### src/verilog/amber_sys_pkg.sv
// Shared bus widths, address layout and register map, imported by every fabric module
package amber_sys_pkg;

    // ------------------------------
    // Wishbone widths
    // ------------------------------
    localparam int WB_DWIDTH = 32;
    localparam int WB_SWIDTH = 4;

    // One address word, seen whole or split into slave field and offset
    typedef union packed {
        logic [31:0] raw;
        struct packed {
            logic [3:0]  slave;
            logic [11:0] unused;
            logic [15:0] offset;
        } f;
    } wb_adr_t;

    // ------------------------------
    // Slave map
    // ------------------------------
    localparam logic [3:0] SLV_BOOT  = 4'd0;
    localparam logic [3:0] SLV_TEST  = 4'd1;
    localparam logic [3:0] SLV_TIMER = 4'd2;
    localparam logic [3:0] SLV_IC    = 4'd3;

    // Test module
    localparam logic [15:0] TEST_LED = 16'h0000;
    // Bit 0 irq, bit 1 firq
    localparam logic [15:0] TEST_IRQ = 16'h0004;

    // Timers, one window per timer
    localparam logic [15:0] TIMER_STRIDE = 16'h0100;
    localparam logic [15:0] TMR_LOAD     = 16'h0000;
    localparam logic [15:0] TMR_VALUE    = 16'h0004;
    localparam logic [15:0] TMR_CTRL     = 16'h0008;
    localparam logic [15:0] TMR_CLEAR    = 16'h000c;

    // Interrupt controller
    localparam logic [15:0] IC_RAW         = 16'h0000;
    localparam logic [15:0] IC_IRQ_STATUS  = 16'h0004;
    localparam logic [15:0] IC_IRQ_EN_SET  = 16'h0008;
    localparam logic [15:0] IC_IRQ_EN_CLR  = 16'h000c;
    localparam logic [15:0] IC_FIRQ_STATUS = 16'h0010;
    localparam logic [15:0] IC_FIRQ_EN_SET = 16'h0014;
    localparam logic [15:0] IC_FIRQ_EN_CLR = 16'h0018;

    // Interrupt source positions; timer n sits at SRC_TIMER_BASE + n
    localparam int SRC_TEST_IRQ   = 0;
    localparam int SRC_TEST_FIRQ  = 1;
    localparam int SRC_TIMER_BASE = 2;

endpackage
### src/verilog/wb_decoder.sv
// Slave-field decoder; fans strobes out, merges responses and errors unmapped slaves
`timescale 1ns/1ns

module wb_decoder (
    input  logic                                  i_clk,
    input  logic                                  i_reset,
    input  amber_sys_pkg::wb_adr_t                i_wb_adr,
    input  logic                                  i_wb_cyc,
    input  logic                                  i_wb_stb,

    input  logic [amber_sys_pkg::WB_DWIDTH-1:0]   i_boot_dat,
    input  logic                                  i_boot_ack,
    input  logic [amber_sys_pkg::WB_DWIDTH-1:0]   i_test_dat,
    input  logic                                  i_test_ack,
    input  logic [amber_sys_pkg::WB_DWIDTH-1:0]   i_timer_dat,
    input  logic                                  i_timer_ack,
    input  logic [amber_sys_pkg::WB_DWIDTH-1:0]   i_ic_dat,
    input  logic                                  i_ic_ack,

    output logic                                  o_boot_stb,
    output logic                                  o_test_stb,
    output logic                                  o_timer_stb,
    output logic                                  o_ic_stb,
    output logic [amber_sys_pkg::WB_DWIDTH-1:0]   o_wb_dat,
    output logic                                  o_wb_ack,
    output logic                                  o_wb_err
);

    import amber_sys_pkg::*;

    logic req;
    logic unmapped;

    // Bus request this cycle
    assign req = i_wb_cyc && i_wb_stb;

    // One-hot strobes from the slave field
    assign o_boot_stb  = req && (i_wb_adr.f.slave == SLV_BOOT);
    assign o_test_stb  = req && (i_wb_adr.f.slave == SLV_TEST);
    assign o_timer_stb = req && (i_wb_adr.f.slave == SLV_TIMER);
    assign o_ic_stb    = req && (i_wb_adr.f.slave == SLV_IC);

    // Fields 4 to 15 hit nothing
    assign unmapped = i_wb_adr.f.slave > SLV_IC;

    // Only the addressed slave can ack, so the OR is the mux
    assign o_wb_ack = i_boot_ack || i_test_ack || i_timer_ack || i_ic_ack;

    // Read data of the addressed slave, zero when unmapped
    always_comb begin
        case (i_wb_adr.f.slave)
            SLV_BOOT:  o_wb_dat = i_boot_dat;
            SLV_TEST:  o_wb_dat = i_test_dat;
            SLV_TIMER: o_wb_dat = i_timer_dat;
            SLV_IC:    o_wb_dat = i_ic_dat;
            default:   o_wb_dat = '0;
        endcase
    end

    // Error pulse one cycle after an unmapped strobe
    always_ff @(posedge i_clk) begin
        if (i_reset) begin
            o_wb_err <= 1'b0;
        end else begin
            o_wb_err <= req && unmapped && !o_wb_err;
        end
    end

endmodule

### config.mk
export PLATFORM = sky130hd
export DESIGN_NAME = wb_decoder
export DESIGN_NICKNAME = d
export VERILOG_FILES = /design/src/verilog/amber_sys_pkg.sv /design/src/verilog/wb_decoder.sv
export SDC_FILE = /design/constraint.sdc
export NUM_CORES = 1
export LEC_CHECK = 0
export BUFFER_PORTS_ARGS = -buffer_cell sky130_fd_sc_hd__buf_2
export CORE_AREA = 2 2 79 81
export CTS_BUF_LIST = sky130_fd_sc_hd__clkbuf_2
export DETAILED_ROUTE_END_ITERATION = 7
export DIE_AREA = 0 0 81 83
export PLACE_DENSITY = 0.71
export SLEW_MARGIN = 20
export SYNTH_ARGS = -nofsm -noshare
export SYNTH_HDL_FRONTEND = slang
export SYNTH_SLANG_ARGS = --single-unit
### constraint.sdc
create_clock -name i_clk -period 1.9 [get_ports i_clk]
set_input_delay 0.475 -clock i_clk [delete_from_list [all_inputs] [get_ports i_clk]]
set_output_delay 0.475 -clock i_clk [all_outputs]
set_load 0.02 [all_outputs]
# Yosys cells after proc, flatten, opt, wreduce, memory -nomap -nowiden
# Index checks and enable logic that the tools add are counted.
[op_classes]
magnitude_cmp = 1
n_eq_ne = 3
n_mux = 1
n_reduce_logical = 12
[ops]
columns = ["cell", "n"]
rows = [
  ["32-bit one-hot mux with 4 select lines", 1],
  ["4-bit by 2-bit equality test with 1-bit output, second input constant", 2],
  ["1-bit logical AND", 7],
  ["4-bit by 1-bit equality test with 1-bit output, second input constant", 1],
  ["4-bit by 2-bit greater-than comparator with 1-bit output, second input constant", 1],
  ["4-bit zero test", 1],
  ["1-bit logical OR", 3],
  ["1-bit zero test", 1],
]
[word_totals]
ff_bits = 1
out_inout_bits = 38
wordCells = 18

# Logic depth before layout (Yosys ltp)
[logic_depth]
word_depth = 3
mapped_depth = 5

# Worst setup path after synthesis
# OpenSTA, ideal clock, no wires.
[synth_timing]
path_kind = "input-to-output"
start = "input port i_wb_adr[31] (netlist bit)"
end = "output port o_wb_dat[17] (netlist bit)"
t_arrival_ps = 1500
slack_ps = -75
stages = 4
n_path_buf = 2
path_cell_list = "or3b_1 > buf_6 > buf_6 > o22ai_1"
[synth_between]
elab_chain_cells = 2
[synth_lines]
columns = ["item", "line_no", "text"]
rows = [
  ["start: declaration", "wb_decoder.sv:7", "input amber_sys_pkg::wb_adr_t i_wb_adr,"],
  ["4-bit by 2-bit equality test with 1-bit output, or another cell as far along", "wb_decoder.sv:51", "case (i_wb_adr.f.slave)"],
  ["32-bit one-hot mux with 4 select lines *", "wb_decoder.sv:51", ""],
  ["end: declaration", "wb_decoder.sv:24", "output logic [amber_sys_pkg::WB_DWIDTH-1:0] o_wb_dat,"],
]
# Mark *: on every way between the ends. The rest lies on a longest branch, timed or not.

# Final worst setup path
[layout_timing]
start = "input port i_wb_adr[30] (netlist bit)"
end = "output port o_wb_dat[26] (netlist bit)"
# The elaborated chain is that of the path after synthesis.

==> qor.json <==
{
  "total_power_mw": 0.546,
  "worst_ep_arrival_time_ns": 1.59,
  "fillCellCount": 591,
  "yosys.area_share.adder_pct": 0,
  "critical_path_peak_fanout": 17,
  "dp_hpwl_um": 3530,
  "switchingPower_mw": 0.237,
  "syn_nets": 292,
  "number_of_pins_exceeding_their_max_slew_limit_in_the_final_report": 0,
  "max_cap_viol_count": 0,
  "detail_route.first_pass.iterations": 3,
  "hold_path_startpoint": "o_wb_err",
  "post-route-worst-setup-slack_ns": -0.165,
  "finalWeightedCongestion": 0.755,
  "synth_area_per_cell_um2": 8.37,
  "top_regs": "o_wb_err x1",
  "kind_of_critical_path": "input port to primary output",
  "dieArea_um2": 6720,
  "setup_repair_after_global_routing_missed_its_margin": "yes",
  "synth_warnings": 0,
  "grt_start_max_net_pins": 35,
  "groute.usage.overall_pct": 13.7,
  "route.final.wire_length_um": 5100,
  "largest_family_of_logic_cells_by_synthesized_area": "multiplexers",
  "routed_wire_length_per_instance_um": 13.7,
  "power.leakage_nw": 1.32,
  "vias_per_cell": 4.69,
  "slew_headroom_pct": 78.7,
  "switching_share_pct": 43.5,
  "layout_min_cycle_time_ns": 2.07,
  "setup_tns_ns": -4.21,
  "hold-path-cell-count": 1,
  "netlist.top_cell.by_area": "mux2i_1",
  "die_w_um": 81,
  "holdPathEnd": "o_wb_err",
  "grt.overflow.total": 0,
  "largest_register_ff_count": 1,
  "number_of_global_route_vias_before_repair": 1804,
  "netlist.area_leader.share_pct": 61.7,
  "powerDensity_nw_per_um2": 230,
  "reg_clk_slew_reported_paths_ns": 0,
  "top_register": "o_wb_err",
  "kind_of_capture_point_of_the_worst_setup_path": "primary output",
  "synth.mux.area_fraction_pct": 61.7,
  "ios": 206,
  "port_buffers": 177,
  "synth_simple_gate_area_share_pct": 6.14,
  "drt_drc_violations_left": 0,
  "fin_hold_ws_ns": 0.412,
  "site_rows": 28,
  "peakVddDrop_v": 0.000160,
  "power.share.combinational_pct": 95.9,
  "final_net_count": 466,
  "status": "complete, but fails checks",
  "yosys-top-cells-area": "mux2i_1 (62%), o22ai_1 (19%), buf_6 (4.3%)",
  "failed_checks": "setup timing",
  "synth_cells": 124,
  "drt_first_iter_violations": 32,
  "coreArea_um2": 5820,
  "post_synth_num_cell_types": 16,
  "r2r-end": "o_wb_err",
  "cts.hold.buffers_added": 0,
  "drive_gt1_share_pct": 68.6,
  "antenna_cells": 0,
  "power_frac_clock_pct": 0,
  "post_synthesis_compound_gate_area_fraction_pct": 19.3,
  "worstHoldPathType": "flip-flop to flip-flop",
  "number_of_vias_after_detailed_routing": 1741,
  "hold_viol_final": 0,
  "reg2regPathDepth": 1,
  "fmax_ghz": 0.484,
  "share_of_the_yosys_chip_area_belonging_to_registers_pct": 1.93,
  "clk-insertion-delay-late_ns": 0,
  "route.antenna.remaining_nets": 0,
  "worstMarginPinSlew_ns": 0.310,
  "timing.clock.skew_ns": 0,
  "die_height_um": 83,
  "yosys.area_share.xor_xnor_pct": 0,
  "final-setup-viol-count": 36,
  "reg2reg_slack_ns": 1.28,
  "grt_antenna_before_repair": 0,
  "power_report.internal_total_mw": 0.309,
  "layout_worst_path_cycle_share_pct": 109,
  "required_ns": 1.42,
  "start_util_pct": 17.9,
  "mappedNetlistArea_um2": 1040,
  "area_grow_syn2layout_pct": 128,
  "seq_power_share_pct": 4.1,
  "critPathLaunchType": "input port",
  "grt_pass1_wl_um": 7710,
  "timing.rr.start": "o_wb_err",
  "synthesized_flop_and_latch_total": 1
}
## placed cells by master (no fill, tap or decap)
master   instances
mux2i_1         64
or3b_4           1
buf_4           31
o22ai_2          4
nor2_1           3
buf_6           12
buf_2          138
or4_1            1
nor4_1           1
nand3_1          1
nand2_1          1
buf_8            1
o22ai_4          8
dfxtp_1          1
nor3_2           2
or3_1            1
o22ai_1         20
buf_16           2
buf_12           4
## area by class of cell
class	count	area, um^2	area share [%]
flip-flops and latches	1	20.0	0.845
well taps	75	93.8	3.96
repair buffers	188	1210	51.0
multi-input cells	107	1050	44.2
## routing by layer
| layer | global-route usage [%] | up-vias | routed length [um] |
|---|---|---|---|
| met2 | 28.7 | 88 | 2910 |
| met5 | 0 | - | 0 |
| met1 | 13.8 | 809 | 1830 |
| li1 | - | 840 | - |
| met3 | 1.52 | 4 | 328 |
| met4 | 2.62 | 0 | 36 |
## stage by stage
step / cell area, um^2 / setup WS, ns / utilization [%] / instances
after floorplan: 1040 / -0.0747 / - / 124
after global placement: 2010 / -0.162 / 34.6 / 367
after detailed placement: 2010 / -0.159 / 34.6 / 367
after CTS: 2250 / -0.140 / 38.7 / 369
after global routing: 2370 / -0.206 / 40.7 / 371
final: 2370 / -0.165 / 40.7 / 371
## cells in the mapped netlist
master,number
dfxtp_1,1
mux2i_1,64
nand2_1,1
clkbuf_1,1
or3b_1,1
nand3_1,1
buf_6,4
o22ai_1,32
or4_1,1
nor2_1,3
or3_1,1
buf_2,7
buf_4,4
nor3_1,1
nor4_1,1
nor3_2,1
## worst max-delay path, stage by stage
cell and delay [ns]:
buf_8 0.10, or3b_4 0.46, buf_16 0.19, o22ai_1 0.19, buf_4 0.17
## logic make-up (layout without fill, tap and decap cells)
logic type,Yosys count,count (layout)
AOI/OAI and AO/OA,32,32
buffers and inverters,16,188
DFF,1,1
muxes,64,64
and+or+nand+nor,11,11
## timing repair
action                                  CTS  global route
gates cloned                              2             0
buffers inserted                          0             2
hold endpoints to repair                  0             0
pin swaps                                 3             6
endpoints found under the setup margin   36            36
resized for setup                        54            20
## power groups by stage
| stage | Clock, mW | Sequential [mW] | Combinational [mW] |
|---|---|---|---|
| after floorplan | 0 | 0.0236 | 0.225 |
| after global placement | 0 | 0.0225 | 0.416 |
| after detailed placement | 0 | 0.0226 | 0.427 |
| after CTS | 0 | 0.0226 | 0.491 |
| after global routing | 0 | 0.0227 | 0.565 |
| final | 0 | 0.0226 | 0.523 |
## worst max-delay path by stage
| stage | start | endpoint | slack, ns | cells past startpoint |
|---|---|---|---|---|
| 2_1_floorplan | i_wb_adr[31] | o_wb_dat[17] | -0.07 | 4 |
| 3_3_place_gp | i_wb_adr[31] | o_wb_dat[24] | -0.16 | 5 |
| 3_5_place_dp | i_wb_adr[31] | o_wb_dat[24] | -0.16 | 5 |
| 4_1_cts | i_wb_adr[30] | o_wb_dat[15] | -0.14 | 5 |
| 5_1_grt | i_wb_adr[30] | o_wb_dat[26] | -0.21 | 5 |
| 6_report | i_wb_adr[30] | o_wb_dat[26] | -0.17 | 5 |
Note: power is estimated with default switching activity, not from simulation.
