**src/verilog/amber_sys_pkg.sv**
```systemverilog
// Shared bus widths, address layout and register map, imported by every fabric module
package amber_sys_pkg;

    // ------------------------------
    // Wishbone widths
    // ------------------------------
    localparam int WB_DWIDTH = 32;
    localparam int WB_SWIDTH = 4;

    // One address word, seen whole or split into slave field and offset
    typedef union packed {
        logic [31:0] raw;
        struct packed {
            logic [3:0]  slave;
            logic [11:0] unused;
            logic [15:0] offset;
        } f;
    } wb_adr_t;

    // ------------------------------
    // Slave map
    // ------------------------------
    localparam logic [3:0] SLV_BOOT  = 4'd0;
    localparam logic [3:0] SLV_TEST  = 4'd1;
    localparam logic [3:0] SLV_TIMER = 4'd2;
    localparam logic [3:0] SLV_IC    = 4'd3;

    // Test module
    localparam logic [15:0] TEST_LED = 16'h0000;
    // Bit 0 irq, bit 1 firq
    localparam logic [15:0] TEST_IRQ = 16'h0004;

    // Timers, one window per timer
    localparam logic [15:0] TIMER_STRIDE = 16'h0100;
    localparam logic [15:0] TMR_LOAD     = 16'h0000;
    localparam logic [15:0] TMR_VALUE    = 16'h0004;
    localparam logic [15:0] TMR_CTRL     = 16'h0008;
    localparam logic [15:0] TMR_CLEAR    = 16'h000c;

    // Interrupt controller
    localparam logic [15:0] IC_RAW         = 16'h0000;
    localparam logic [15:0] IC_IRQ_STATUS  = 16'h0004;
    localparam logic [15:0] IC_IRQ_EN_SET  = 16'h0008;
    localparam logic [15:0] IC_IRQ_EN_CLR  = 16'h000c;
    localparam logic [15:0] IC_FIRQ_STATUS = 16'h0010;
    localparam logic [15:0] IC_FIRQ_EN_SET = 16'h0014;
    localparam logic [15:0] IC_FIRQ_EN_CLR = 16'h0018;

    // Interrupt source positions; timer n sits at SRC_TIMER_BASE + n
    localparam int SRC_TEST_IRQ   = 0;
    localparam int SRC_TEST_FIRQ  = 1;
    localparam int SRC_TIMER_BASE = 2;

endpackage
```
**src/verilog/timer_module.sv**
```systemverilog
// Bank of periodic down-counting timers, each raising a sticky flag on reload
`timescale 1ns/1ns

module timer_module #(
    parameter int TIMERS = 3
) (
    input  logic                                  i_clk,
    input  logic                                  i_reset,
    input  logic                                  i_stb,
    input  logic                                  i_wb_we,
    input  amber_sys_pkg::wb_adr_t                i_wb_adr,
    input  logic [amber_sys_pkg::WB_DWIDTH-1:0]   i_wb_dat,
    output logic [amber_sys_pkg::WB_DWIDTH-1:0]   o_wb_dat,
    output logic                                  o_wb_ack,
    output logic [TIMERS-1:0]                     o_timer_int
);

    import amber_sys_pkg::*;

    logic [WB_DWIDTH-1:0] load_r  [TIMERS];
    logic [WB_DWIDTH-1:0] count_r [TIMERS];
    logic [TIMERS-1:0]    en_r;
    logic [TIMERS-1:0]    flag_r;
    logic [15:0]          tmr_idx;
    logic [15:0]          tmr_reg;
    logic                 access;
    logic                 wr_en;
    logic [WB_DWIDTH-1:0] rd_data;

    // Timer window and register within it
    assign tmr_idx = i_wb_adr.f.offset / TIMER_STRIDE;
    assign tmr_reg = i_wb_adr.f.offset % TIMER_STRIDE;

    assign access = i_stb && !o_wb_ack;
    assign wr_en  = access && i_wb_we;

    assign o_timer_int = flag_r;

    // ------------------------------
    // Counters and register writes
    // ------------------------------
    always_ff @(posedge i_clk) begin
        if (i_reset) begin
            en_r   <= '0;
            flag_r <= '0;
            for (int t = 0; t < TIMERS; t++) begin
                load_r[t]  <= '0;
                count_r[t] <= '0;
            end
        end else begin
            for (int t = 0; t < TIMERS; t++) begin
                // Count down, reload and flag at zero
                if (en_r[t]) begin
                    if (count_r[t] == '0) begin
                        count_r[t] <= load_r[t];
                        flag_r[t]  <= 1'b1;
                    end else begin
                        count_r[t] <= count_r[t] - 1'b1;
                    end
                end
                // Bus write wins over the count
                if (wr_en && (tmr_idx == 16'(t))) begin
                    case (tmr_reg)
                        TMR_LOAD: begin
                            load_r[t]  <= i_wb_dat;
                            count_r[t] <= i_wb_dat;
                        end
                        TMR_CTRL:  en_r[t]   <= i_wb_dat[0];
                        TMR_CLEAR: flag_r[t] <= 1'b0;
                        default:   ;
                    endcase
                end
            end
        end
    end

    // Readback; out-of-range timers and CLEAR read zero
    always_comb begin
        rd_data = '0;
        for (int t = 0; t < TIMERS; t++) begin
            if (tmr_idx == 16'(t)) begin
                case (tmr_reg)
                    TMR_LOAD:  rd_data = load_r[t];
                    TMR_VALUE: rd_data = count_r[t];
                    TMR_CTRL:  rd_data[0] = en_r[t];
                    default:   rd_data = '0;
                endcase
            end
        end
    end

    always_ff @(posedge i_clk) begin
        if (access) begin
            o_wb_dat <= rd_data;
        end
    end

    always_ff @(posedge i_clk) begin
        if (i_reset) begin
            o_wb_ack <= 1'b0;
        end else begin
            o_wb_ack <= access;
        end
    end

endmodule

```
**config.mk**
```make
export PLATFORM = sky130hd
export DESIGN_NAME = timer_module
export DESIGN_NICKNAME = d
export VERILOG_FILES = /design/src/verilog/amber_sys_pkg.sv /design/src/verilog/timer_module.sv
export SDC_FILE = /design/constraint.sdc
export NUM_CORES = 1
export LEC_CHECK = 0
export ABC_AREA = 1
export BUFFER_PORTS_ARGS = -buffer_cell sky130_fd_sc_hd__buf_2
export CORE_UTILIZATION = 47
export DETAILED_ROUTE_END_ITERATION = 10
export GPL_TIMING_DRIVEN = 0
export HOLD_SLACK_MARGIN = 0.1
export PLACE_DENSITY_LB_ADDON = 0.2
export SYNTH_ARGS = -nofsm -noshare
export SYNTH_HDL_FRONTEND = slang
export SYNTH_SLANG_ARGS = --single-unit
```
**constraint.sdc**
```tcl
create_clock -name i_clk -period 3.7 [get_ports i_clk]
set_clock_uncertainty 0.15 [all_clocks]
set_input_delay 0.37 -clock i_clk [delete_from_list [all_inputs] [get_ports i_clk]]
set_output_delay 0.37 -clock i_clk [all_outputs]
set_load 0.03 [all_outputs]
```
# --- Word level (Yosys, flattened, before mapping) ---
# Memories as Yosys holds them, arrays and structs flattened.
# Cells that the tools add are included.
# Widths: inputs -> output; s select.
op_classes:
  mux: 69
  addsub: 3
  reduce_logical: 14
  bitwise_logic: 12
  n_eq_ne: 5
op_table:
  columns: ["cell", "count"]
  rows:
  - ["$mux 32", 15]
  - ["$pmux 31 s3", 2]
  - ["$logic_not 32->1", 3]
  - ["$sub 32x1->32 const B", 3]
  - ["$pmux 31 s2", 1]
  - ["$mux 1", 48]
  - ["$logic_not 16->1", 2]
  - ["$eq 8x4->1 const B", 2]
  - ["$or 1x1->1", 12]
  - ["$pmux 1 s3", 3]
  - ["$eq 8x1->1 const B", 1]
  - ["$eq 8x2->1 const B", 1]
  - ["$eq 8x3->1 const B", 1]
  - ["$reduce_and 2->1", 3]
  - ["$logic_and 1x1->1", 5]
  - ["$logic_not 1->1", 1]
totals:
  memories: 2
  mem_bits_rw: 192
  register_bits: 39
  wordCells: 111
mem_list:
  columns: ["name", "words", "word_bits", "rd", "rd_ports_with_merged_regs", "wr", "line_no", "text"]
  rows:
  - ["count_r", 3, 32, 3, 0, 3, "timer_module.sv:21", "logic [WB_DWIDTH-1:0] count_r [TIMERS];"]
  - ["load_r", 3, 32, 3, 0, 3, "timer_module.sv:20", "logic [WB_DWIDTH-1:0] load_r [TIMERS];"]

# --- Depth between registers and ports, before layout ---
# An unclocked memory read counts as a cell.
depth:
  depth_word: 9
  mapped_depth: 14

# --- Worst setup path before layout ---
# Ideal clock, no wire load.
synth_timing:
  path_type: "in2reg"
  start: "in i_wb_adr[7] (netlist bit)"
  end: "mem load_r[1][0] (netlist: load_r[0][32]) (enable)"
  setup_ns: 0.466
  arrival_time_ns: 3.344
  path_stages: 6
  t_required_ns: 3.084
  slack_ns: -0.259
  path_cell_list: "nor2_1 -> nand2_1 -> nor2_4 -> buf_2 -> inv_1 -> o21ai_0"
synth_lines:
  columns: ["item", "line_no", "text"]
  rows:
  - ["start: declaration", "timer_module.sv:11", "input amber_sys_pkg::wb_adr_t i_wb_adr,"]
  - ["end: declaration", "timer_module.sv:20", null]

==> results_dict.tcl <==
set metrics [dict create \
    post_cts_buffers 0 \
    clkTransAtPathRegs_ns 0.06 \
    slowest_delay_ns 0.73 \
    reg2reg_to "load_r[0][76]$_DFFE_PP_" \
    num_io_pins 104 \
    area_growth_pct 14.0 \
    async_flop_share_pct 0 \
    synth.most_common_cell "nand2_1" \
    dp_slack_ns 0.286 \
    clock_sinks 231 \
    yosys_warnings 0 \
    synth_mux_area_share_pct 0 \
    cts-root-buf "clkbuf_16" \
    slew-limit-headroom_pct 36.0 \
    cp-startpoint "i_reset" \
    final_layout_size_suffix_gt1_share_pct 7.97 \
    drc 3 \
    nets 2360 \
    p_int_w 0.00464 \
    drv_slew 0 \
    die_w_um 180 \
    violations "DRC" \
    cap_violations 0 \
    worstPathArrival_ns 3.25 \
    wl_um 58900 \
    grt_max_degree 33 \
    drtAntennaViolNets 0 \
    synth_compound_area_share_pct 5.92 \
    die_h_um 180 \
    p_comb_share_pct 7.6 \
    setup.worst_path.end_class "flop" \
    synth-simple-area-share_pct 37.6 \
    grt_remaining_overflow 0 \
    fill_cells 3074 \
    r2r-start "o_wb_ack$_SDFF_PP0_" \
    cpMaxStageDelayCell "nand2_2" \
    cts.htree.levels 1 \
    dr.first_iter.drc_count 1916 \
    synth_fp_nets 2222 \
    synth-adder-area-share_pct 0.421 \
    power_per_cell_area_mw_per_mm2 368 \
    avgRoutedWirePerCell_um 21.8 \
    clk_latency_ns 0.56 \
    cts_tree "yes" \
    path_cells "dlygate4sd3_1 -> buf_2 -> inv_1 -> nand4_1 -> clkbuf_1 -> clkbuf_1 -> nand2_2" \
    synthCells 2149 \
    hold_ws_ns 0.100 \
    hpwl_um 46600 \
    vias_per_cell 5.50 \
    initial_core_util_pct 48.3 \
    finalSetupTns_ns 0 \
    track_usage_pct 36.2 \
    path_class "in2reg" \
    swShare_pct 25.5 \
    synth_common_cells "nand2_1 (887), nor2_1 (349), inv_1 (225)" \
    seq_power_share_pct 48.6 \
    cts_max_path_buffers 3 \
    ff2ff_setup_slack_ns 0.47 \
    fmax_mhz 301 \
    irDropWorstVdd_mv 0.372 \
    worst_pin_slew_ns 0.957 \
    synth_ff_type "edfxtp_1" \
    cp-start-kind "input port" \
    cts_buffers 28 \
    required_ns 3.63 \
    yosys.area.top_type "edfxtp_1" \
    fin_crit_ns 3.32 \
    synth_seq_cells 231 \
    synth_area_mm2 0.0149 \
    die_area_mm2 0.0324 \
    crit_fanout 32 \
    avgSynthCellArea_um2 6.92 \
    diodes 0 \
    ys_types 32 \
    synth_xor_area_share_pct 1.77 \
    critPathMostFrequentCell "clkbuf_1" \
    synth_top_family_by_area "simple AND/OR/NAND/NOR gates" \
    cellLeakagePower_nw 7.46 \
    hold_class "in2reg" \
    gp_congestion 1.03 \
    netlist.area_leader.share_pct 45.2 \
    core_area_mm2 0.0308 \
    setup_viol 0 \
    num_rows 64 \
    pwr-share-clk_pct 43.8 \
    grt_pass1_vias 13900 \
    ff2ff_path_depth 7 \
    min_period_over_period_pct 89.7 \
    cp-endpoint "load_r[0][76]$_DFFE_PP_" \
    yosys-top-cells-area "edfxtp_1 (45%), nand2_1 (22%), nor2_1 (8.8%)" \
    antenna_found_initial 0 \
    finalHoldViolCount 0 \
    status "complete, but fails checks" \
    ys_seq_area_share_pct 46.2 \
    port_buffers 87 \
    p_sw_w 0.00159 \
    rsz0062_at_grt "no" \
    vias 14900 \
    grt_pass1_wl_um 86300 \
    drt-pass1-iter-count 11 \
    setup_slack_ns 0.381 \
    synth_edf_count 224 \
]
## cell type report
type	count	area, um^2	share of cell area, %
sequential	231	6870	40.5
multi-input combinational	1610	6820	40.2
inverter	226	848	5.00
clock buffer	32	737	4.34
timing repair buffer	108	673	3.97
tap	396	495	2.92
buffer	82	365	2.15
clock inverter	19	154	0.907
## per-stage QoR
step / power (W) / area, um^2 / util [%] / std cells
after CTS: 0.00622 / 17000 / 55.0 / 2704
after global routing: 0.00637 / 17000 / 55.0 / 2704
after global placement: 0.00352 / 15800 / 51.3 / 2632
after floorplan: 0.00332 / 14900 / - / 2149
after detailed placement: 0.00353 / 15900 / 51.5 / 2634
final: 0.00624 / 17000 / 55.0 / 2704
## critical path, delay by kind of cell
family	cells	cell delay, ns
AND/OR/NAND/NOR	2	0.90
buffers and inverters	5	1.96
## power groups by stage
stage	Clock (W)	Combinational, W	Sequential (W)
after floorplan	0	0.000233	0.00308
after detailed placement	0	0.000446	0.00308
after global placement	0	0.000434	0.00309
after global routing	0.00281	0.000512	0.00304
after CTS	0.00273	0.000463	0.00303
final	0.00273	0.000474	0.00303
## sequential cells by signal, summed over array words and instances, names as in the netlist
| register | count |
|---|---|
| o_timer_int | 3 |
| count_r | 96 |
| en_r | 3 |
| load_r | 96 |
| o_wb_dat | 32 |
| o_wb_ack | 1 |
## cell families (layout without fill, tap and decap cells)
family	count (synthesis)	in the layout
buf+inv	308	467
fa+ha+maj	5	5
xor+xnor	30	30
simple gates	1403	1403
flops	231	231
compound gates	172	172
## routing by layer
metal | global-route usage (%) | vias up | share of wire [%]
li1 | - | 7066 | -
met1 | 48.3 | 6931 | 41
met2 | 58.9 | 779 | 45
met3 | 7.19 | 104 | 10
met4 | 11.7 | 0 | 3.5
met5 | 0 | - | 0
## placed cells by master (no fill, tap or decap), types with 2 or more instances in the layout
cell type / Yosys / final
a21oi_1: 21 / 21
buf_1: 14 / 14
buf_2: 19 / 106
buf_4: 5 / 5
buf_6: 2 / 2
bufinv_16: 0 / 2
clkbuf_1: 42 / 45
clkbuf_16: 0 / 29
clkinv_1: 0 / 6
clkinv_2: 0 / 5
clkinvlp_4: 0 / 5
dfxtp_1: 7 / 7
dlygate4sd3_1: 0 / 19
edfxtp_1: 224 / 224
ha_1: 5 / 5
inv_1: 225 / 224
inv_2: 1 / 2
nand2_1: 887 / 883
nand2_2: 3 / 7
nand3_1: 116 / 115
nand3_2: 2 / 3
nand4_1: 29 / 29
nor2_1: 349 / 349
nor2_2: 6 / 6
nor2_4: 3 / 3
nor2_8: 2 / 2
nor3_1: 3 / 3
o21ai_0: 142 / 141
o21ai_2: 2 / 2
o22ai_1: 3 / 3
xor2_1: 30 / 30
## how the worst min path moves through the flow
stage	start	end	slack, ns	cells past startpoint
after floorplan	i_reset	o_wb_ack$_SDFF_PP0_	0.29	1
after global routing	i_wb_dat[21]	load_r[0][21]$_DFFE_PP_	0.13	3
after CTS	i_wb_we	en_r[1]$_SDFFE_PP0P_	0.10	5
final	i_wb_dat[22]	load_r[0][86]$_DFFE_PP_	0.10	3
after detailed placement	o_timer_int[0]$_SDFF_PP0_	o_timer_int[0]$_SDFF_PP0_	0.34	2
after global placement	en_r[1]$_SDFFE_PP0P_	en_r[1]$_SDFFE_PP0P_	0.33	2
## timing repair
item | 4_1_cts | 5_1_grt
hold buffers | 19 | 0
endpoints found under the hold margin | 55 | 0
setup endpoints to repair | 0 | 0
gates resized for setup | 0 | 0
Power figures use the tool's default switching activity.
