[src/verilog/amber_sys_pkg.sv]
// Shared bus widths, address layout and register map, imported by every fabric module
package amber_sys_pkg;

    // ------------------------------
    // Wishbone widths
    // ------------------------------
    localparam int WB_DWIDTH = 32;
    localparam int WB_SWIDTH = 4;

    // One address word, seen whole or split into slave field and offset
    typedef union packed {
        logic [31:0] raw;
        struct packed {
            logic [3:0]  slave;
            logic [11:0] unused;
            logic [15:0] offset;
        } f;
    } wb_adr_t;

    // ------------------------------
    // Slave map
    // ------------------------------
    localparam logic [3:0] SLV_BOOT  = 4'd0;
    localparam logic [3:0] SLV_TEST  = 4'd1;
    localparam logic [3:0] SLV_TIMER = 4'd2;
    localparam logic [3:0] SLV_IC    = 4'd3;

    // Test module
    localparam logic [15:0] TEST_LED = 16'h0000;
    // Bit 0 irq, bit 1 firq
    localparam logic [15:0] TEST_IRQ = 16'h0004;

    // Timers, one window per timer
    localparam logic [15:0] TIMER_STRIDE = 16'h0100;
    localparam logic [15:0] TMR_LOAD     = 16'h0000;
    localparam logic [15:0] TMR_VALUE    = 16'h0004;
    localparam logic [15:0] TMR_CTRL     = 16'h0008;
    localparam logic [15:0] TMR_CLEAR    = 16'h000c;

    // Interrupt controller
    localparam logic [15:0] IC_RAW         = 16'h0000;
    localparam logic [15:0] IC_IRQ_STATUS  = 16'h0004;
    localparam logic [15:0] IC_IRQ_EN_SET  = 16'h0008;
    localparam logic [15:0] IC_IRQ_EN_CLR  = 16'h000c;
    localparam logic [15:0] IC_FIRQ_STATUS = 16'h0010;
    localparam logic [15:0] IC_FIRQ_EN_SET = 16'h0014;
    localparam logic [15:0] IC_FIRQ_EN_CLR = 16'h0018;

    // Interrupt source positions; timer n sits at SRC_TIMER_BASE + n
    localparam int SRC_TEST_IRQ   = 0;
    localparam int SRC_TEST_FIRQ  = 1;
    localparam int SRC_TIMER_BASE = 2;

endpackage
[src/verilog/interrupt_controller.sv]
// Interrupt controller slave; raw sources masked by irq and firq enables
`timescale 1ns/1ns

module interrupt_controller #(
    parameter int TIMERS = 3
) (
    input  logic                                  i_clk,
    input  logic                                  i_reset,
    input  logic                                  i_stb,
    input  logic                                  i_wb_we,
    input  amber_sys_pkg::wb_adr_t                i_wb_adr,
    input  logic [amber_sys_pkg::WB_DWIDTH-1:0]   i_wb_dat,
    input  logic [TIMERS+1:0]                     i_sources,
    output logic [amber_sys_pkg::WB_DWIDTH-1:0]   o_wb_dat,
    output logic                                  o_wb_ack,
    output logic                                  o_irq,
    output logic                                  o_firq
);

    import amber_sys_pkg::*;

    localparam int NSRC = TIMERS + 2;

    logic [NSRC-1:0]      irq_en;
    logic [NSRC-1:0]      firq_en;
    logic [NSRC-1:0]      irq_status;
    logic [NSRC-1:0]      firq_status;
    logic [NSRC-1:0]      wr_bits;
    logic                 access;
    logic [WB_DWIDTH-1:0] rd_data;

    assign access  = i_stb && !o_wb_ack;
    assign wr_bits = i_wb_dat[NSRC-1:0];

    // Status is live raw AND enable
    assign irq_status  = i_sources & irq_en;
    assign firq_status = i_sources & firq_en;

    // Readback; set registers return the mask, clear registers read zero
    always_comb begin
        rd_data = '0;
        case (i_wb_adr.f.offset)
            IC_RAW:         rd_data[NSRC-1:0] = i_sources;
            IC_IRQ_STATUS:  rd_data[NSRC-1:0] = irq_status;
            IC_IRQ_EN_SET:  rd_data[NSRC-1:0] = irq_en;
            IC_FIRQ_STATUS: rd_data[NSRC-1:0] = firq_status;
            IC_FIRQ_EN_SET: rd_data[NSRC-1:0] = firq_en;
            default:        rd_data = '0;
        endcase
    end

    // ------------------------------
    // Enable masks and outputs
    // ------------------------------
    always_ff @(posedge i_clk) begin
        if (i_reset) begin
            o_wb_ack <= 1'b0;
            irq_en   <= '0;
            firq_en  <= '0;
            o_irq    <= 1'b0;
            o_firq   <= 1'b0;
        end else begin
            o_wb_ack <= access;
            if (access && i_wb_we) begin
                case (i_wb_adr.f.offset)
                    IC_IRQ_EN_SET:  irq_en  <= irq_en | wr_bits;
                    IC_IRQ_EN_CLR:  irq_en  <= irq_en & ~wr_bits;
                    IC_FIRQ_EN_SET: firq_en <= firq_en | wr_bits;
                    IC_FIRQ_EN_CLR: firq_en <= firq_en & ~wr_bits;
                    default:        ;
                endcase
            end
            // One cycle behind sources and enables
            o_irq  <= |irq_status;
            o_firq <= |firq_status;
        end
    end

    always_ff @(posedge i_clk) begin
        if (access) begin
            o_wb_dat <= rd_data;
        end
    end

endmodule

[config.mk]
export PLATFORM = sky130hd
export DESIGN_NAME = interrupt_controller
export DESIGN_NICKNAME = d
export VERILOG_FILES = /design/src/verilog/amber_sys_pkg.sv /design/src/verilog/interrupt_controller.sv
export SDC_FILE = /design/constraint.sdc
export NUM_CORES = 1
export LEC_CHECK = 0
export BUFFER_PORTS_ARGS = -buffer_cell sky130_fd_sc_hd__clkbuf_2
export CORE_AREA = 8 8 65 79
export CTS_CLUSTER_DIAMETER = 60
export DETAILED_ROUTE_END_ITERATION = 6
export DIE_AREA = 0 0 73 87
export PLACE_DENSITY = 0.68
export SYNTH_ARGS = -nofsm -noshare
export SYNTH_HDL_FRONTEND = slang
export SYNTH_SLANG_ARGS = --single-unit
export TNS_END_PERCENT = 10
[constraint.sdc]
create_clock -name i_clk -period 2.46 [get_ports i_clk]
set_clock_uncertainty 0.15 [all_clocks]
set_input_delay 0.246 -clock i_clk [delete_from_list [all_inputs] [get_ports i_clk]]
set_output_delay 0.246 -clock i_clk [all_outputs]
set_load 0.1 [all_outputs]
## After elaboration in Yosys (flattened, before gate mapping)

Cells that the tools add are included.

- Bits in registers: 18
- Bits of input ports: 73
- Word-level logic and storage cells: 32

- Bitwise gates (word level): 7
- Reduce and logical (&&, ||, !) cells: 10
- Equality and inequality tests: 6
- Multiplexer cells: 3

Operators with widths:

| kind | count |
|---|---|
| $eq 16x5->1 const B | 3 |
| $eq 16x4->1 const B | 2 |
| $pmux 5 s5 | 1 |
| $and 5x5->5 | 4 |
| $pmux 5 s2 | 2 |
| $eq 16x3->1 const B | 1 |
| $logic_not 16->1 | 1 |
| $or 5x5->5 | 2 |
| $reduce_or 5->1 | 2 |
| $not 5->5 | 1 |
| $reduce_and 2->1 | 2 |
| $reduce_bool 2->1 | 2 |
| $logic_and 1x1->1 | 2 |
| $logic_not 1->1 | 1 |

## Logic depth before layout (Yosys ltp)

Gate-level depths: netlist (run 1).

- Depth in word-level cells: 4
- Gate-level depth with buffers: 5

## Least setup slack after synthesis (run 1)

Ideal clock, no wire load.

- Kind: flip-flop to flip-flop
- Start point: register o_wb_ack
- End point: register (tool-made name)
- Slack: 0.146 ns
- Arrival time: 2.073 ns
- Setup time: 0.091 ns
- Stages on the path, launching flop included: 6
- Cells stage by stage: dfxtp_1 nor2b_1 and3_1 clkbuf_1 and3_1 a311oi_1

RTL lines:

| item | RTL line | source |
|---|---|---|
| start, declared | interrupt_controller.sv:15 | `output logic o_wb_ack,` |
| start signal, assigned | interrupt_controller.sv:63 | `o_wb_ack <= access;` |

## Final worst setup path (run 1)

- Start point: input port i_wb_adr[9] (netlist bit)
- End point: register o_wb_dat[2] (netlist bit), data pin

- Cells in the longest elaborated chain, start to end: 2
- Elaborated cells between the ends (all ways): 6
- Classes of those cells: 4 x eq/ne; 1 x mux; 1 x reduce/logical

Ends and longest elaborated chain:

| item | RTL line | source |
|---|---|---|
| start, declared | interrupt_controller.sv:11 | `input amber_sys_pkg::wb_adr_t i_wb_adr,` |
| $eq 16x5->1, or another cell as far along | interrupt_controller.sv:42 | `case (i_wb_adr.f.offset)` |
| $pmux 5 s5 * | interrupt_controller.sv:42 |  |
| via rd_data[2] | interrupt_controller.sv:30 | `logic [WB_DWIDTH-1:0] rd_data;` |
| end signal, assigned | interrupt_controller.sv:81 | `o_wb_dat <= rd_data;` |
| end, declared | interrupt_controller.sv:14 | `output logic [amber_sys_pkg::WB_DWIDTH-1:0] o_wb_dat,` |

The timed path passes the listed nets; every way through them passes the cells marked *.
A chain may end at the register's enable or synchronous reset.

==> results.toml, run 1 <==
[sta]
maxSlewHeadroom_pct = 63.8
slew_violations = 0
fin_hold_ws_ns = 0.0699
hold_violations = 0
fmax_mhz = 543
worst_pin_slew_ns = 0.546
period_share_pct = 74.8
finalCriticalPeriod_ns = 1.84
setup_viol = 0
tns_ns = 0
rsz0062_at_grt = "false"

[worst_setup_path]
critPathLaunch = "i_wb_adr[9]"
end_kind = "register"
worstPathRequired_ns = 2.40
reg2reg_depth = 5
cp_top_family = "simple AND/OR/NAND/NOR gates"
endpoint = "o_wb_dat[2]"
crit_chain = "clkbuf_2 -> or4_1 -> nor4_4 -> nand2_1 -> o22ai_1"
path_class = "in -> reg"
cp_num_buf_inv = 1
cpPeakStageDelay_ns = 0.61
worst_setup_path_start_kind = "input port"
rrSetupSlack_ns = 0.88
reg2reg_from = "o_wb_ack"
path_max_fanout = 7
cp.depth = 5
arrival_ns = 1.78
slowest_stage = "or4_1"

[finish]
synthToLayoutAreaGrowth_pct = 18.3
layout_common_cells = "37 x clkbuf_2, 27 x conb_1, 13 x dfxtp_1"
drive_above_1_share_pct = 28.9
n_antenna_cell = 0
utilization_pct = 33.2
final_common_cell = "clkbuf_2"
fin_area_mm2 = 0.00133
final_nets = 233

[clock_network]
htreeDepth = 1
path_clk_slew_ns = 0.07
cts_hold_buffers = 0
numCtsBuffers = 3
post_cts_buffers = 0
insertion_delay_ns = 0.25
clk_path_buf_depth = 2
cts_sinks = 18
cts_tree = "done"
cts-root-buf = "clkbuf_8"
cts-resized-gates = 0

[placed_design]
io_buffers = 37
dpl_cell_area_mm2 = 0.00127
globalplace.congestion = 0.750
dp_hpwl_mm = 2.42

[die]
die_width_um = 73
die_area_mm2 = 0.00635
ioPinCount = 108
row_count = 26
fp.dieH_um = 87
core-area_mm2 = 0.00400
start_util_pct = 28.0

[drt]
ant_nets = 0
drt-total-wl_mm = 2.91
dr.pass1.iters = 4
drtIter0Drc = 63
drcViolationCount = 0
num_vias = 1017
viasPerCell = 4.73
drt-wirelength-per-cell_um = 13.5

[grt]
grt_max_degree = 16
grt_overflow = 0
grt_pass1_wl_mm = 4.73
grt_pass1_vias = 1125
antenna_found_initial = 0
grt_use_total_pct = 9.43

[power]
peakVddDrop_mv = 0.196
leakage_nw = 0.549
totalPowerFinal_mw = 0.826
p_per_area_mw_per_mm2 = 622

[yosys]
synth_compound_area_share_pct = 28.5
ys_ff_latch = 18
synth_mux_area_share_pct = 0
synth_fa_ha_area_share_pct = 0
yosysWarnings = 0
avgSynthCellArea_um2 = 9.28
ys_seq_area_share_pct = 36.6
ys_types = 30
netlist_area_mm2 = 0.00112
synth-simple-area-share_pct = 12.4
synthXorXnorAreaFrac_pct = 0.780
synthCells = 121
synth_top_family_by_area = "compound AO/OA/AOI/OAI gates"

[hold_path]
hold_path.class = "in -> reg"
holdCritStartpoint = "i_wb_dat[0]"

[outcome]
status = "completed"

[job]
cap_violations = 0
[Yosys cell counts]
cell,instances,share of area [%]
buf_4,27,18
dfxtp_1,13,23
o21ai_0,10,4.5
a22oi_1,7,4.7
inv_1,6,2.0
a211oi_1,5,3.3
a311oi_1,5,3.9
a31oi_1,5,2.8
a41oi_1,5,3.9
edfxtp_1,5,13
o22ai_1,5,2.8
clkbuf_1,4,1.3
a21oi_1,2,0.89
a222oi_1,2,1.8
and3_1,2,1.1
and4_1,2,1.6
nor2_1,2,0.67
nor2b_1,2,1.1
conb_1,1,0.33
nand2_1,1,0.33
nand2b_1,1,0.56
nand3b_1,1,0.67
nor3_1,1,0.45
nor3_2,1,0.89
nor4_4,1,1.9
or3_1,1,0.56
or4_1,1,0.67
or4_4,1,1.0
or4b_1,1,0.89
xor2_1,1,0.78
[cell type report]
cell class	count	area (um^2)
Clock buffer	4	55.1
Fill cell	427	2670
Inverter	6	22.5
Multi-Input combinational cell	92	569
Sequential cell	18	410
Tap cell	56	70.1
Timing Repair Buffer	39	200
[worst min path at each step]
stage,endpoint,depth (start not counted)
final,register,2
after global routing,register,2
after CTS,register,2
after detailed placement,register,2
after global placement,register,2
after floorplan,o_wb_ack,1
[through the flow]
step / setup WS, ns / cells
finish: 0.620 / 215
floorplan: 0.146 / 147
detailed placement: 0.392 / 211
CTS: 0.654 / 215
global route: 0.538 / 215
global placement: 0.367 / 211
[routing by layer]
layer	global-route usage, %	up-vias	wire length, um
li1	-	495	-
met1	9.99	469	1210
met3	1.27	6	144
met5	0	-	0
met2	16.7	47	1460
met4	6.39	0	89
[logic make-up (layout without fill, tap and decap cells)]
group	count (synthesis)	after routing
other	1	27
flip-flops	18	18
buffers and inverters	37	49
AND/OR/NAND/NOR	18	18
XOR/XNOR	1	1
AO/OA/AOI/OAI	46	46
[power by group]
group	internal [mW]	leakage, nW	total (mW)	switching [mW]
clock network	0.142	0.0288	0.237	0.0952
registers	0.308	0.156	0.309	0.00105
logic	0.0296	0.365	0.280	0.250
No activity file was read; power rests on OpenSTA's default activity.
==> run 2: changes to the inputs <==
--- a/config.mk
+++ b/config.mk
@@ -5,12 +5,13 @@
 export SDC_FILE = /design/constraint.sdc
 export NUM_CORES = 1
 export LEC_CHECK = 0
+export ABC_AREA = 1
 export BUFFER_PORTS_ARGS = -buffer_cell sky130_fd_sc_hd__clkbuf_2
-export CORE_AREA = 8 8 65 79
+export CORE_AREA = 8 8 73 87
 export CTS_CLUSTER_DIAMETER = 60
 export DETAILED_ROUTE_END_ITERATION = 6
-export DIE_AREA = 0 0 73 87
-export PLACE_DENSITY = 0.68
+export DIE_AREA = 0 0 81 95
+export PLACE_DENSITY = 0.63
 export SYNTH_ARGS = -nofsm -noshare
 export SYNTH_HDL_FRONTEND = slang
 export SYNTH_SLANG_ARGS = --single-unit
==> constraint.sdc (replaced) <==
create_clock -name i_clk -period 1.8 [get_ports i_clk]
set_clock_uncertainty 0.15 [all_clocks]
set_input_delay 0.18 -clock i_clk [delete_from_list [all_inputs] [get_ports i_clk]]
set_output_delay 0.18 -clock i_clk [all_outputs]
set_load 0.1 [all_outputs]
==> run 2 against run 1 <==
Register-to-register slack worse by 0.38 ns. Via count is 29% higher. Final area is 25% higher. Combinational power is 39% higher. Worst hold slack worse by 0.0075 ns. Core utilization is 0.62 points higher. Critical path type is now reg -> out. Critical endpoint is now o_wb_ack. Largest cell class unchanged.
==> results.toml, run 2 <==
[outcome]
status = "completed"

[die]
start_util_pct = 29.4
row_count = 28
die_area_mm2 = 0.00770
fp.dieH_um = 95
die_width_um = 81
ioPinCount = 108
core-area_mm2 = 0.00490

[worst_setup_path]
worstPathRequired_ns = 1.47
path_class = "reg -> out"
arrival_ns = 1.10
endpoint = "o_wb_ack"
end_kind = "primary output"
rrSetupSlack_ns = 0.50
cp_num_buf_inv = 1
reg2reg_depth = 5
cp.depth = 1
cp_top_family = "buffers and inverters"
crit_chain = "clkbuf_2"
worst_setup_path_start_kind = "register"
critPathLaunch = "o_wb_ack"
path_max_fanout = 4
slowest_stage = "clkbuf_2"
reg2reg_from = "o_wb_ack"
cpPeakStageDelay_ns = 0.47

[clock_network]
cts_sinks = 18
htreeDepth = 1
cts-root-buf = "clkbuf_8"
cts_tree = "done"
insertion_delay_ns = 0.25
numCtsBuffers = 3
cts-resized-gates = 0
clk_path_buf_depth = 2
path_clk_slew_ns = 0.07

[sta]
tns_ns = 0
slew_violations = 0
finalCriticalPeriod_ns = 1.43
period_share_pct = 79.5
layout_setup_ws_ns = 0.369
maxSlewHeadroom_pct = 63.7
rsz0062_at_grt = "false"
worst_pin_slew_ns = 0.548
setup_viol = 0
fmax_mhz = 699
hold_violations = 0

[drt]
dr.pass1.iters = 4
ant_nets = 0
num_vias = 1315
drt-total-wl_mm = 3.38
drtIter0Drc = 90
drt-wirelength-per-cell_um = 10.6
viasPerCell = 4.11
drcViolationCount = 0

[yosys]
avgSynthCellArea_um2 = 6.59
async_flop_share_pct = 0
ys_ff_latch = 18
synthFlopType = "dfxtp_1"
synth_edf_count = 5
yosysMostFrequentCell = "nand2_1"
netlist_area_mm2 = 0.00144
synth_top_area_share_pct = 18.0
synthCells = 219
synth_top_cell_by_area = "dfxtp_1"
synthTopCellsByCount = "52 x nand2_1, 33 x nor2_1, 29 x inv_1"
ys_types = 25
yosysWarnings = 0
synth.area.top_cells = "dfxtp_1 18%, buf_4 14%, nand2_1 14%"
ys_seq_area_share_pct = 28.4

[finish]
n_antenna_cell = 0
final_nets = 334
drive_above_1_share_pct = 26.2
fin_area_mm2 = 0.00166
synthToLayoutAreaGrowth_pct = 14.8
layout_common_cells = "52 x nand2_1, 37 x clkbuf_2, 33 x nor2_1"
final_common_cell = "nand2_1"

[placed_design]
place_ws_ns = 0.209
dp_hpwl_mm = 2.87
globalplace.congestion = 0.834
dpl_cell_area_mm2 = 0.00160
io_buffers = 37

[power]
p_per_area_mw_per_mm2 = 665
p_int_mw = 0.616
leakage_nw = 0.841
p_comb_share_pct = 35.3
peakVddDrop_mv = 0.282
swShare_pct = 44.1
p_switching_mw = 0.487
pwr-share-seq_pct = 38.5
clock_power_share_pct = 26.2

[grt]
grt_overflow = 0
grt_pass1_wl_mm = 5.45
grt_pass1_vias = 1270
grt_use_total_pct = 8.87
antenna_found_initial = 0
grt_max_degree = 16

[hold_path]
hold_path.class = "in -> reg"

[job]
cap_violations = 0
run 2: cell types whose count changed in the layout (fill, tap and decap cells not counted), sizes merged, moves of 5 or more:
cell    before  now
inv          6   31
a311oi       5    0
a211oi       5    0
nor2         2   46
o21ai       10    5
nand3        0   11
a22oi        7    0
nand4        0    5
a41oi        5    0
nand2        1   61
run 2: how the worst min path moves through the flow:
| stage | cells past startpoint | endpoint | slack [ns] | startpoint |
|---|---|---|---|---|
| 6_report | 3 | o_wb_ack | 0.06 | i_stb |
| 5_1_grt | 3 | o_wb_ack | 0.09 | i_stb |
| 4_1_cts | 3 | o_wb_ack | 0.06 | i_stb |
| 3_5_place_dp | 2 | o_wb_ack | 0.26 | i_reset |
| 3_3_place_gp | 2 | o_wb_ack | 0.27 | i_reset |
| 2_1_floorplan | 1 | o_wb_ack | 0.1 | i_reset |
run 2: layout make-up:
type	instances	area (um^2)
clock inverter	1	3.75
fill	539	3250
sequential	18	412
timing repair buffer	39	203
multi-input combinational	167	803
tap	60	75.1
inverter	32	120
clock buffer	3	41.3
run 2: cell families after synthesis:
family | Yosys count | share of synthesized area, %
AO/OA/AOI/OAI | 12 | 4.77
buffers and inverters | 60 | 22.7
flip-flops | 18 | 28.4
other | 1 | 0.260
AND/OR/NAND/NOR | 128 | 43.8
run 2: metal layers:
layer	track usage (%)	part of all wire [%]
met5	0	0
met4	4.03	1.7
met3	1.90	8.6
met2	14.9	45
met1	10.5	45
run 2: power groups by stage:
stage / logic [mW] / registers [mW] / clock network [mW]
after global placement: 0.384 / 0.434 / 0
after CTS: 0.388 / 0.425 / 0.296
after global routing: 0.404 / 0.426 / 0.312
after floorplan: 0.329 / 0.480 / 0
final: 0.389 / 0.425 / 0.289
after detailed placement: 0.386 / 0.434 / 0
run 2: through the flow:
stage               hold slack, ns  instances  utilization, %  power (mW)
floorplan                   0.0994        245               -       0.809
global placement             0.270        315            32.7       0.818
detailed placement           0.260        315            32.7       0.820
CTS                         0.0638        320            33.8        1.11
global route                0.0937        320            33.8        1.14
finish                      0.0624        320            33.8        1.10
run 2: repair_timing:
action,4_1_cts,5_1_grt
endpoints found under the setup margin,0,0
hold buffers,1,0
hold endpoints to repair,3,0
buffers inserted,0,0
==> run 3: changes to the inputs <==
--- a/config.mk
+++ b/config.mk
@@ -5,13 +5,13 @@
 export SDC_FILE = /design/constraint.sdc
 export NUM_CORES = 1
 export LEC_CHECK = 0
-export ABC_AREA = 1
+export ABC_AREA = 0
 export BUFFER_PORTS_ARGS = -buffer_cell sky130_fd_sc_hd__clkbuf_2
-export CORE_AREA = 8 8 73 87
+export CORE_AREA = 8 8 65 79
 export CTS_CLUSTER_DIAMETER = 60
 export DETAILED_ROUTE_END_ITERATION = 6
-export DIE_AREA = 0 0 81 95
-export PLACE_DENSITY = 0.63
+export DIE_AREA = 0 0 73 87
+export PLACE_DENSITY = 0.71
 export SYNTH_ARGS = -nofsm -noshare
 export SYNTH_HDL_FRONTEND = slang
 export SYNTH_SLANG_ARGS = --single-unit
==> constraint.sdc (replaced) <==
create_clock -name i_clk -period 1.3 [get_ports i_clk]
set_clock_uncertainty 0.15 [all_clocks]
set_input_delay 0.13 -clock i_clk [delete_from_list [all_inputs] [get_ports i_clk]]
set_output_delay 0.13 -clock i_clk [all_outputs]
set_load 0.1 [all_outputs]
==> run 3 against run 2 <==
Final area is 0.53% lower. Non-clock buffer count is 17 higher. Critical path depth is 5 higher. Worst hold slack better by 0.0055 ns. Highest routed layer unchanged. Critical endpoint is now o_wb_dat[2]. Die area is 17% lower. The flow now finishes with violations (negative setup slack).
==> results.toml, run 3 (synthesis gave the netlist of run 1 again) <==
[outcome]
status = "finished with violations"
violations = "negative setup slack"

[sta]
fmax_mhz = 639
setup_viol = 15
hold_violations = 0
fin_hold_ws_ns = 0.0679
rsz0062_at_grt = "true"
period_share_pct = 120
slew_violations = 0
finalCriticalPeriod_ns = 1.57
layout_setup_ws_ns = -0.266

[finish]
layout_common_cells = "29 x clkbuf_2, 27 x conb_1, 13 x buf_4"
final_nets = 250
utilization_pct = 41.2
drive_above_1_share_pct = 38.6
synthToLayoutAreaGrowth_pct = 46.9
stdcell_count = 232
final_common_cell = "clkbuf_2"
n_antenna_cell = 0

[power]
p_int_mw = 0.965
leakage_nw = 0.694
swShare_pct = 41.6
p_switching_mw = 0.687
clock_power_share_pct = 27.9
p_per_area_mw_per_mm2 = 1000
pwr-share-seq_pct = 35.7
peakVddDrop_mv = 0.373
p_comb_share_pct = 36.3

[clock_network]
cts_tree = "done"
post_cts_buffers = 0
clk_path_buf_depth = 2
cts_sinks = 18
insertion_delay_ns = 0.26
cts-root-buf = "clkbuf_8"
htreeDepth = 1
path_clk_slew_ns = 0.07
numCtsBuffers = 3

[worst_setup_path]
worstPathRequired_ns = 1.24
cp_num_buf_inv = 2
path_class = "in -> reg"
crit_chain = "clkbuf_2 -> or4_4 -> buf_6 -> nor3_4 -> nand3b_1 -> o22ai_1"
cp_top_family = "simple AND/OR/NAND/NOR gates"
path_max_fanout = 5
worst_setup_path_start_kind = "input port"
arrival_ns = 1.50
cpPeakStageDelay_ns = 0.55
end_kind = "register"
slowest_stage = "or4_4"
rrSetupSlack_ns = -0.17

[die]
die_width_um = 73
start_util_pct = 28.0
core-area_mm2 = 0.00400
ioPinCount = 108
fp.dieH_um = 87
row_count = 26
die_area_mm2 = 0.00635

[placed_design]
globalplace.congestion = 0.825
io_buffers = 37
dpl.cell_count = 223
dp_hpwl_mm = 2.63

[drt]
drt-total-wl_mm = 3.20
num_vias = 1074
drcViolationCount = 0
ant_nets = 0
viasPerCell = 4.63
dr.pass1.iters = 4
drtIter0Drc = 64
drt-wirelength-per-cell_um = 13.8

[grt]
grt_pass1_wl_mm = 4.94
grt_pass1_vias = 1164
grt_overflow = 0
antenna_found_initial = 0
grt_max_degree = 14
grt_use_total_pct = 9.83

[job]
cap_violations = 0

[hold_path]
hold_path.class = "in -> reg"
==> run 3: what timing repair did <==
action / 4_1_cts / 5_1_grt
hold endpoints to repair: 10 / 0
pin swaps: 11 / 10
hold buffers: 5 / 0
endpoints found under the setup margin: 15 / 15
gates resized for setup: 5 / 4
==> run 3: area by class of cell <==
| cell class | instances | area, um^2 |
|---|---|---|
| Multi-Input combinational cell | 92 | 623 |
| Sequential cell | 18 | 414 |
| Tap cell | 56 | 70.1 |
| Fill cell | 403 | 2350 |
| Clock buffer | 4 | 55.1 |
| Inverter | 6 | 22.5 |
| Timing Repair Buffer | 56 | 464 |
==> run 3: power by group through the flow <==
stage	sequential, mW	combinational, mW	clock [mW]
3_3_place_gp	0.602	0.577	0
5_1_grt	0.591	0.621	0.485
2_1_floorplan	0.660	0.450	0
4_1_cts	0.591	0.595	0.465
6_report	0.590	0.600	0.462
3_5_place_dp	0.603	0.579	0
==> run 3: per-stage QoR <==
step / TNS [ns] / cell area (um^2) / setup slack [ns] / total power [mW]
finish: -3.00 / 1650 / -0.266 / 1.65
floorplan: -5.66 / 1240 / -0.412 / 1.11
global placement: -7.28 / 1500 / -0.496 / 1.18
global route: -4.46 / 1650 / -0.339 / 1.70
CTS: -2.80 / 1620 / -0.246 / 1.65
detailed placement: -7.64 / 1500 / -0.549 / 1.18
==> run 3: routing by layer <==
metal | track usage [%] | wire length, um | vias up
met2 | 18.0 | 1600 | 59
met1 | 10.3 | 1360 | 480
li1 | - | - | 530
met3 | 1.73 | 172 | 5
met5 | 0 | 0 | -
met4 | 4.93 | 62 | 0
==> run 3: worst paths after layout <==
check / to / start / cells after the start
hold reg to reg: register / register / 2
setup / recovery: o_wb_dat[2] / i_wb_adr[10] / 6
setup reg to reg: register / o_wb_ack / 5
hold / removal: register / i_wb_dat[4] / 3
==> run 3: worst register-to-register path, stage by stage (launching register included) <==
cell	delay, ns
dfxtp_4	0.36
nor2b_4	0.05
and3_1	0.20
buf_4	0.15
and3_4	0.20
a311oi_1	0.27
